`src/logic/pif_defines.svh`:
```
`ifndef PIF_DEFINES_SVH
`define PIF_DEFINES_SVH

// received byte layout, tag over payload
`define PIF_DATA_BITS 6
`define PIF_TAG_BITS 2
`define PIF_TAG_ADDR 2'd1
`define PIF_TAG_DATA 2'd2

// peripheral-interface field widths
`define PIF_ADDR_BITS 4
`define PIF_SUBA_BITS 7

// ---------------------------------------------------------------------------
// I2C controller register map on the Wishbone side
// ---------------------------------------------------------------------------
`define I2C_CMDR 8'h41
`define I2C_TXDR 8'h44
`define I2C_SR 8'h45
`define I2C_RXDR 8'h47

// command register values
`define CMD_STRETCH_OFF 8'h04
`define CMD_STRETCH_ON 8'h00

// internal reset length in clocks
`define RST_STRETCH_CLKS 16

`endif

```
`src/logic/pifPkg.sv`:
```
`include "pif_defines.svh"

package pifPkg;

    // status register, msb first
    typedef struct packed {
        logic tip;
        logic busy;
        logic rarc;
        logic srw;
        logic arbl;
        logic trrdy;
        logic troe;
        logic hgc;
    } srBits_t;

    // peripheral-interface fields
    typedef logic [`PIF_DATA_BITS-1:0] pifData_t;
    typedef logic [`PIF_ADDR_BITS-1:0] pifAddr_t;
    typedef logic [`PIF_SUBA_BITS-1:0] pifSubAddr_t;

    // receive register, tag in the top bits
    typedef struct packed {
        logic [`PIF_TAG_BITS-1:0] tag;
        pifData_t payload;
    } rxFrame_t;

    // ------------------------------------------------------------------------
    // one bus read word, seen as status or as receive frame
    // ------------------------------------------------------------------------
    typedef union packed {
        srBits_t sr;
        rxFrame_t rx;
    } busWord_u;

endpackage

```
`src/logic/wbReqIf.sv`:
```
`timescale 1ns/1ns

interface wbReqIf
    import pifPkg::*;
();

    // request side, req is a one-clock strobe
    logic req;
    logic we;
    logic [7:0] addr;
    logic [7:0] wrData;

    // completion, rdData valid with done
    logic done;
    busWord_u rdData;

    modport seq (
        output req, we, addr, wrData,
        input done, rdData
    );

    modport bus (
        input req, we, addr, wrData,
        output done, rdData
    );

endinterface

```
`src/logic/wbMasterCycle.sv`:
```
`timescale 1ns/1ns

module wbMasterCycle
    import pifPkg::*;
(
    input logic xclk_i,
    input logic sys_rst_i,
    wbReqIf.bus bus,
    output logic wbCyc_o,
    output logic wbStb_o,
    output logic wbWe_o,
    output logic [7:0] wbAdr_o,
    output logic [7:0] wbDat_o,
    input logic [7:0] wbDat_i,
    input logic wbAck_i
);

    logic cycActive;
    logic doneQ;
    busWord_u rdQ;

    // one classic cycle per request, held until ack
    always_ff @(posedge xclk_i or negedge sys_rst_i) begin
        if (!sys_rst_i) begin
            cycActive <= 1'b0;
            wbWe_o <= 1'b0;
            wbAdr_o <= '0;
            doneQ <= 1'b0;
        end else begin
            doneQ <= 1'b0;
            if (!cycActive) begin
                if (bus.req) begin
                    cycActive <= 1'b1;
                    wbWe_o <= bus.we;
                    wbAdr_o <= bus.addr;
                end
            end else if (wbAck_i) begin
                cycActive <= 1'b0;
                wbWe_o <= 1'b0;
                doneQ <= 1'b1;
            end
        end
    end

    // write data and read capture
    always_ff @(posedge xclk_i) begin
        if (!cycActive && bus.req) begin
            wbDat_o <= bus.wrData;
        end
        if (cycActive && wbAck_i) begin
            rdQ <= busWord_u'(wbDat_i);
        end
    end

    assign wbCyc_o = cycActive;
    assign wbStb_o = cycActive;
    assign bus.done = doneQ;
    assign bus.rdData = rdQ;

endmodule

```
`src/logic/i2cSlaveSequencer.sv`:
```
`timescale 1ns/1ns
`include "pif_defines.svh"

module i2cSlaveSequencer
    import pifPkg::*;
(
    input logic xclk_i,
    input logic sys_rst_i,
    wbReqIf.seq seq,
    input logic [7:0] txByte_i,
    output logic frameValid_o,
    output rxFrame_t frame_o,
    output logic txDone_o
);

    localparam int RstCntBits = $clog2(`RST_STRETCH_CLKS + 1);

    typedef enum logic [3:0] {
        StStart,
        StInit1,
        StInit2,
        StInit3,
        StInit4,
        StIdle,
        StWaitTr,
        StIn,
        StOut,
        StPend
    } seqState_t;

    seqState_t state, nextState;
    seqState_t retState, nextRet;

    logic [RstCntBits-1:0] rstCnt;
    logic rstStretch;

    logic issue;
    logic issueWe;
    logic [7:0] issueAddr;
    logic [7:0] issueData;

    logic reqQ;
    logic weQ;
    logic [7:0] addrQ;
    logic [7:0] wrDataQ;

    srBits_t srQ;
    rxFrame_t rxQ;
    logic txReady;
    logic rxReady;
    logic lastNak;

    // ------------------------------------------------------------------------
    // internal reset, held for a fixed number of clocks
    // ------------------------------------------------------------------------
    always_ff @(posedge xclk_i or negedge sys_rst_i) begin
        if (!sys_rst_i) begin
            rstCnt <= '0;
        end else if (rstStretch) begin
            rstCnt <= rstCnt + 1'b1;
        end
    end

    assign rstStretch = (rstCnt != RstCntBits'(`RST_STRETCH_CLKS));

    // status decode of the last SR read
    assign txReady = srQ.busy & srQ.trrdy & srQ.srw & ~srQ.tip;
    assign rxReady = srQ.busy & srQ.trrdy & ~srQ.srw;
    assign lastNak = srQ.busy & srQ.rarc & srQ.srw & srQ.troe;

    // ------------------------------------------------------------------------
    // service FSM, every bus access goes through the pending state
    // ------------------------------------------------------------------------
    always_comb begin
        nextState = state;
        nextRet = retState;
        issue = 1'b0;
        issueWe = 1'b0;
        issueAddr = `I2C_SR;
        issueData = 8'h00;
        case (state)
            StStart: begin
                if (!rstStretch) begin
                    issue = 1'b1;
                    issueWe = 1'b1;
                    issueAddr = `I2C_CMDR;
                    issueData = `CMD_STRETCH_OFF;
                    nextRet = StInit1;
                end
            end
            StInit1: begin
                issue = 1'b1;
                nextRet = StInit2;
            end
            StInit2: begin
                // keep polling until the controller is idle
                issue = 1'b1;
                if (srQ.busy) begin
                    nextRet = StInit2;
                end else begin
                    issueAddr = `I2C_RXDR;
                    nextRet = StInit3;
                end
            end
            StInit3: begin
                issue = 1'b1;
                issueAddr = `I2C_RXDR;
                nextRet = StInit4;
            end
            StInit4: begin
                issue = 1'b1;
                issueWe = 1'b1;
                issueAddr = `I2C_CMDR;
                issueData = `CMD_STRETCH_ON;
                nextRet = StIdle;
            end
            StIdle: begin
                // status is cleared by any non-SR access
                if (srQ.busy) begin
                    nextState = StWaitTr;
                end else begin
                    issue = 1'b1;
                    nextRet = StIdle;
                end
            end
            StWaitTr: begin
                if (lastNak) begin
                    nextState = StStart;
                end else if (txReady) begin
                    issue = 1'b1;
                    issueWe = 1'b1;
                    issueAddr = `I2C_TXDR;
                    issueData = txByte_i;
                    nextRet = StOut;
                end else if (rxReady) begin
                    issue = 1'b1;
                    issueAddr = `I2C_RXDR;
                    nextRet = StIn;
                end else if (!srQ.busy) begin
                    nextState = StStart;
                end else begin
                    issue = 1'b1;
                    nextRet = StWaitTr;
                end
            end
            StIn: nextState = StIdle;
            StOut: nextState = StIdle;
            StPend: begin
                if (seq.done) begin
                    nextState = retState;
                end
            end
            default: nextState = StStart;
        endcase
        if (issue) begin
            nextState = StPend;
        end
    end

    always_ff @(posedge xclk_i or negedge sys_rst_i) begin
        if (!sys_rst_i) begin
            state <= StStart;
            retState <= StStart;
            reqQ <= 1'b0;
            weQ <= 1'b0;
            srQ <= '0;
        end else begin
            state <= nextState;
            retState <= nextRet;
            reqQ <= issue;
            if (issue) begin
                weQ <= issueWe;
            end
            if (seq.done) begin
                srQ <= (addrQ == `I2C_SR) ? seq.rdData.sr : '0;
            end
        end
    end

    // request payload and received frame
    always_ff @(posedge xclk_i) begin
        if (issue) begin
            addrQ <= issueAddr;
            wrDataQ <= issueData;
        end
        if (seq.done && addrQ == `I2C_RXDR) begin
            rxQ <= seq.rdData.rx;
        end
    end

    assign seq.req = reqQ;
    assign seq.we = weQ;
    assign seq.addr = addrQ;
    assign seq.wrData = wrDataQ;

    assign frameValid_o = (state == StIn);
    assign frame_o = rxQ;
    assign txDone_o = (state == StOut);

endmodule

```
`src/logic/pifPortDecoder.sv`:
```
`timescale 1ns/1ns
`include "pif_defines.svh"

module pifPortDecoder
    import pifPkg::*;
(
    input logic xclk_i,
    input logic sys_rst_i,
    input logic frameValid_i,
    input rxFrame_t frame_i,
    input logic txDone_i,
    output logic xiPWr_o,
    output logic xiPRdFinished_o,
    output pifAddr_t xiPRWA_o,
    output pifSubAddr_t xiPRdSubA_o,
    output pifData_t xiPD_o
);

    logic isAddr;
    logic isData;
    pifAddr_t rwAddr;
    pifSubAddr_t rdSubAddr;
    pifData_t inData;
    logic pWrQ;
    logic rdFinQ;

    // tag classification, other tags drop out here
    assign isAddr = frameValid_i && (frame_i.tag == `PIF_TAG_ADDR);
    assign isData = frameValid_i && (frame_i.tag == `PIF_TAG_DATA);

    // ------------------------------------------------------------------------
    // first stage
    // ------------------------------------------------------------------------
    always_ff @(posedge xclk_i or negedge sys_rst_i) begin
        if (!sys_rst_i) begin
            rwAddr <= '0;
            rdSubAddr <= '0;
            pWrQ <= 1'b0;
            rdFinQ <= 1'b0;
        end else begin
            pWrQ <= isData;
            rdFinQ <= txDone_i;
            if (isAddr) begin
                rwAddr <= frame_i.payload[`PIF_ADDR_BITS-1:0];
                rdSubAddr <= '0;
            end else if (txDone_i) begin
                // 7-bit counter wraps at 128
                rdSubAddr <= rdSubAddr + 1'b1;
            end
        end
    end

    // ------------------------------------------------------------------------
    // output stage
    // ------------------------------------------------------------------------
    always_ff @(posedge xclk_i or negedge sys_rst_i) begin
        if (!sys_rst_i) begin
            xiPWr_o <= 1'b0;
            xiPRdFinished_o <= 1'b0;
            xiPRWA_o <= '0;
            xiPRdSubA_o <= '0;
        end else begin
            xiPWr_o <= pWrQ;
            xiPRdFinished_o <= rdFinQ;
            xiPRWA_o <= rwAddr;
            xiPRdSubA_o <= rdSubAddr;
        end
    end

    // data path
    always_ff @(posedge xclk_i) begin
        if (isData) begin
            inData <= frame_i.payload;
        end
        xiPD_o <= inData;
    end

endmodule

```
`src/logic/pifWbTop.sv`:
```
`timescale 1ns/1ns

module pifWbTop
    import pifPkg::*;
(
    input logic xclk_i,
    input logic sys_rst_i,
    output logic wbCyc_o,
    output logic wbStb_o,
    output logic wbWe_o,
    output logic [7:0] wbAdr_o,
    output logic [7:0] wbDat_o,
    input logic [7:0] wbDat_i,
    input logic wbAck_i,
    input logic [7:0] txByte_i,
    output logic xiPWr_o,
    output logic xiPRdFinished_o,
    output pifAddr_t xiPRWA_o,
    output pifSubAddr_t xiPRdSubA_o,
    output pifData_t xiPD_o
);

    // sequencer to decoder
    logic frameValid;
    rxFrame_t frame;
    logic txDone;

    // single outstanding bus request
    wbReqIf busReq ();

    wbMasterCycle i_wbMasterCycle (
        .xclk_i(xclk_i),
        .sys_rst_i(sys_rst_i),
        .bus(busReq.bus),
        .wbCyc_o(wbCyc_o),
        .wbStb_o(wbStb_o),
        .wbWe_o(wbWe_o),
        .wbAdr_o(wbAdr_o),
        .wbDat_o(wbDat_o),
        .wbDat_i(wbDat_i),
        .wbAck_i(wbAck_i)
    );

    i2cSlaveSequencer i_i2cSlaveSequencer (
        .xclk_i(xclk_i),
        .sys_rst_i(sys_rst_i),
        .seq(busReq.seq),
        .txByte_i(txByte_i),
        .frameValid_o(frameValid),
        .frame_o(frame),
        .txDone_o(txDone)
    );

    pifPortDecoder i_pifPortDecoder (
        .xclk_i(xclk_i),
        .sys_rst_i(sys_rst_i),
        .frameValid_i(frameValid),
        .frame_i(frame),
        .txDone_i(txDone),
        .xiPWr_o(xiPWr_o),
        .xiPRdFinished_o(xiPRdFinished_o),
        .xiPRWA_o(xiPRWA_o),
        .xiPRdSubA_o(xiPRdSubA_o),
        .xiPD_o(xiPD_o)
    );

endmodule

```
`config.mk`:
```
export PLATFORM = sky130hd
export DESIGN_NAME = pifWbTop
export DESIGN_NICKNAME = d
export VERILOG_FILES = /design/src/logic/pifPkg.sv /design/src/logic/wbReqIf.sv /design/src/logic/wbMasterCycle.sv /design/src/logic/i2cSlaveSequencer.sv /design/src/logic/pifPortDecoder.sv /design/src/logic/pifWbTop.sv
export VERILOG_INCLUDE_DIRS = /design/src /design/src/logic
export SDC_FILE = /design/constraint.sdc
export NUM_CORES = 1
export LEC_CHECK = 0
export BUFFER_PORTS_ARGS = -buffer_cell sky130_fd_sc_hd__buf_4
export CAP_MARGIN = 40
export CORE_MARGIN = 2
export CORE_UTILIZATION = 53
export CTS_BUF_LIST = sky130_fd_sc_hd__clkbuf_8
export DETAILED_ROUTE_END_ITERATION = 6
export GPL_TIMING_DRIVEN = 1
export PLACE_DENSITY_LB_ADDON = 0.3
export SLEW_MARGIN = 20
export SYNTH_ARGS = -nofsm -noshare
export SYNTH_HDL_FRONTEND = slang
export SYNTH_SLANG_ARGS = --single-unit
```
`constraint.sdc`:
```
create_clock -name xclk_i -period 1.9 [get_ports xclk_i]
set_input_delay 0.19 -clock xclk_i [delete_from_list [all_inputs] [get_ports xclk_i]]
set_output_delay 0.19 -clock xclk_i [all_outputs]
set_load 0.1 [all_outputs]
```
==> results by group <==
Status
  – Status: complete, no violations

Timing
  – Fmax achieved: 0.554 GHz
  – Setup Skew: 15.4 ps
  – Setup tns final: 0 ps
  – Worst-Margin Slew: 672 ps
  – Final hold viol count: 0
  – Minimum clock period: 1800 ps
  – Max-slew headroom: 55.2%
  – RSZ-0062 raised after global routing: no
  – Final Setup Violations: 0
  – Final period utilization: 94.9%
  – Final max-slew violation count: 0

Critical path
  – CP Launch Point: i_i2cSlaveSequencer.rstCnt[1]
  – CP Buf/Inv Count: 3
  – Flop-to-flop setup slack: 100 ps
  – Cell Chain, Critical Path: inv_1 -> ha_1 -> nor4bb_2 -> buf_4 -> o211ai_2 -> and3_4 -> inv_4 -> mux2_1
  – R2r worst-path depth: 8
  – Max incr delay on CP: 390 ps
  – Crit path kind: flop to flop
  – CP Max Fanout: 5
  – Setup crit end: i_i2cSlaveSequencer.retState[1]
  – CP Data Arrival Time: 2040 ps
  – Critical path depth: 8
  – Startpoint Class: flop
  – Worst R2R End: i_i2cSlaveSequencer.retState[1]
  – Slowest cell on the critical path: dfrtp_1
  – Crit end category: flop
  – Critical R2R Launch: i_i2cSlaveSequencer.rstCnt[1]
  – Worst path required time: 2140 ps
  – CP top delay family: simple AND/OR/NAND/NOR gates

Floorplanning
  – Num rows: 30
  – Core area: 6870 um2
  – Io pins: 57
  – Die H: 88.7 um
  – Initial Util: 55.4%
  – Die X-Extent: 88.7 um
  – Die ar.: 7870 um2

Power and ir drop
  – Cell-internal power: 4.30 mW
  – Lkg Pwr: 2.09 nW
  – Pwr per Cell Area: 1540 nW/um2
  – Combinational power share: 39.6%
  – Peak VDD IR: 0.000836 V
  – Clock network power share: 17.7%
  – Switching part of the total power: 41.5%
  – Psw: 3.06 mW
  – Sequential share of power: 42.7%

Cells and area
  – Fillers: 509
  – Leading cell type in the layout, fill and taps excluded: buf_4
  – Layout net count: 371
  – Area growth from synthesis to layout: 25.7%
  – Most frequent cells in the layout: 78 x buf_4, 52 x dfrtp_1, 41 x edfxtp_1
  – Area of the multi-input gates: 980 um2
  – Final instance area: 4780 um2
  – N_diodes: 0
  – Ratio of cells with drive above 1 in the final layout: 33.3%
  – Reg area: 2710 um2

GRT
  – Antenna violations before repair: 0
  – Largest net degree at the start of global routing: 55
  – Total gr overflow: 0
  – First-pass GRT wire length: 10.8 mm
  – Vias in the first global route: 2,232
  – Total GRT Usage: 18.6%

Worst hold path
  – Worst min path class: input port to flop
  – Hold Crit Start: txByte_i[6]

Placed design
  – DPL Wire Length: 4.68 mm
  – Placement Cell Area: 4440 um2
  – I/O Buffers: 52
  – Placer Congestion: 0.903

Logic synthesis
  – Post-synth EDFFs: 41
  – Synth async-reset ratio: 53.5%
  – Number of synthesized register bits: 101
  – Primary FF master, synth: dfrtp_1
  – Yosys cell types: 56
  – Post-Synthesis Cells: 258
  – Yosys warns: 0
  – Mapped Area: 3800 um2
  – Post-synthesis sequential area ratio: 71.1%
  – Mapped Avg Cell Area: 14.7 um2

Routing
  – DR iter-0 viols: 113
  – Drt drc: 0
  – Via count: 2,281
  – Total Routed Length: 6.78 mm
  – Vias per Instance: 5.07
  – Per-cell routed wire length: 15.1 um
  – Drt first pass iters: 4
  – Detail Route Antenna Nets: 0

Run
  – Max Cap Viol: 0

CTS
  – CTS tree: built
  – Clock root buffer: clkbuf_8
  – CTS Sinks: 101
  – Clock Path Buffers: 2
  – Clock-pin transition on the worst setup and hold timing paths: 100 ps
  – Clock latency on the worst-skew pair: 370 ps
  – H-tree depth: 3
  – Num CTS Buffers: 9
-- cell usage after synthesis, types with 6 or more instances --
cell type / n / area (um2)
a21oi_1: 9 / 45.0
and2_1: 8 / 50.1
buf_4: 6 / 45.0
dfrtp_1: 54 / 1350
dfxtp_1: 6 / 120
edfxtp_1: 41 / 1230
inv_1: 11 / 41.3
mux2_2: 6 / 67.6
nand2_1: 9 / 33.8
nor2_1: 13 / 48.8
o21ai_0: 10 / 50.1
-- per-stage QoR --
| stage | total power [mW] | util (%) | worst slack [ps] | hold WS [ps] | std cells |
|---|---|---|---|---|---|
| 5_1_grt | 7.72 | 69.6 | 2.75 | 102 | 450 |
| 6_report | 7.35 | 69.6 | 96.2 | 106 | 450 |
| 2_1_floorplan | 5.17 | - | 67.9 | -106 | 261 |
| 3_5_place_dp | 6.01 | 64.6 | 35.1 | 279 | 419 |
| 4_1_cts | 7.33 | 68.9 | 2.82 | 91.1 | 444 |
| 3_3_place_gp | 5.98 | 64.6 | 65.2 | 275 | 419 |
-- how the worst min path moves through the flow --
| stage | depth (start not counted) | to |
|---|---|---|
| global route | 2 | i_i2cSlaveSequencer.seq.wrData[0] |
| CTS | 2 | i_i2cSlaveSequencer.seq.wrData[6] |
| global placement | 1 | i_pifPortDecoder.rdSubAddr[2] |
| floorplan | 0 | i_i2cSlaveSequencer.retState[0] |
| finish | 2 | i_i2cSlaveSequencer.seq.wrData[6] |
| detailed placement | 1 | i_pifPortDecoder.xiPRdSubA_o[2] |
-- power groups by stage --
stage / Sequential (mW) / Clock (mW) / Combinational (mW)
2_1_floorplan: 4.10 / 0 / 1.07
3_3_place_gp: 3.20 / 0 / 2.78
3_5_place_dp: 3.20 / 0 / 2.81
4_1_cts: 3.16 / 1.34 / 2.83
5_1_grt: 3.20 / 1.44 / 3.08
6_report: 3.14 / 1.30 / 2.91
-- sequential cells by signal, indices dropped and copies added (netlist names), 3 cells and up --
name,cells
i_i2cSlaveSequencer.frame_o,8
i_i2cSlaveSequencer.retState,4
i_i2cSlaveSequencer.rstCnt,5
i_i2cSlaveSequencer.seq.addr,3
i_i2cSlaveSequencer.seq.wrData,8
i_i2cSlaveSequencer.srQ,6
i_i2cSlaveSequencer.state,4
i_pifPortDecoder.inData,6
i_pifPortDecoder.rdSubAddr,7
i_pifPortDecoder.rwAddr,4
i_pifPortDecoder.xiPD_o,6
i_pifPortDecoder.xiPRWA_o,4
i_pifPortDecoder.xiPRdSubA_o,7
i_wbMasterCycle.bus.rdData,8
i_wbMasterCycle.wbAdr_o,4
i_wbMasterCycle.wbDat_o,8
-- worst reg2reg max path, delay by kind of cell (launching register included) --
family          cells  cell delay, ps
simple gates        2             400
flops               1             390
mux                 1             310
buf+inv             3             260
fa+ha+maj           1             170
compound gates      1             160
-- timing repair --
action / in CTS / in global routing
hold buffers: 9 / 0
endpoints found under the setup margin: 0 / 20
hold endpoints to repair: 62 / 0
buffers inserted: 0 / 6
resized for setup: 0 / 3
-- cell families (layout without fill, tap and decap cells) --
| group | after synthesis | count (layout) | share of synthesized area [%] |
|---|---|---|---|
| DFF | 101 | 101 | 71.1 |
| and+or+nand+nor | 66 | 66 | 11.2 |
| AOI/OAI and AO/OA | 42 | 42 | 7.96 |
| buffers and inverters | 26 | 119 | 3.62 |
| muxes | 11 | 11 | 3.19 |
| xor gates and xnor gates | 8 | 8 | 1.84 |
| adders and majority gates | 3 | 3 | 0.987 |
| other | 1 | 4 | 0.0986 |
-- layout make-up --
| cell class | instances | share of cell area (%) |
|---|---|---|
| flip-flops and latches | 101 | 56.6 |
| multi-input cells | 134 | 20.5 |
| clock buffers | 9 | 2.59 |
| well taps | 96 | 2.51 |
| repair buffers | 91 | 15.2 |
| inverters | 12 | 0.995 |
| clock inverters | 7 | 1.65 |
-- per-layer routing --
layer  global-route usage, %  wire [um]  up-vias
met3                    4.85        287        7
met5                       0          0        -
li1                        -          -     1102
met4                    6.61         91        0
met2                    29.6       3430       62
met1                    25.0       2980     1110
No activity file was read; power rests on OpenSTA's default activity.
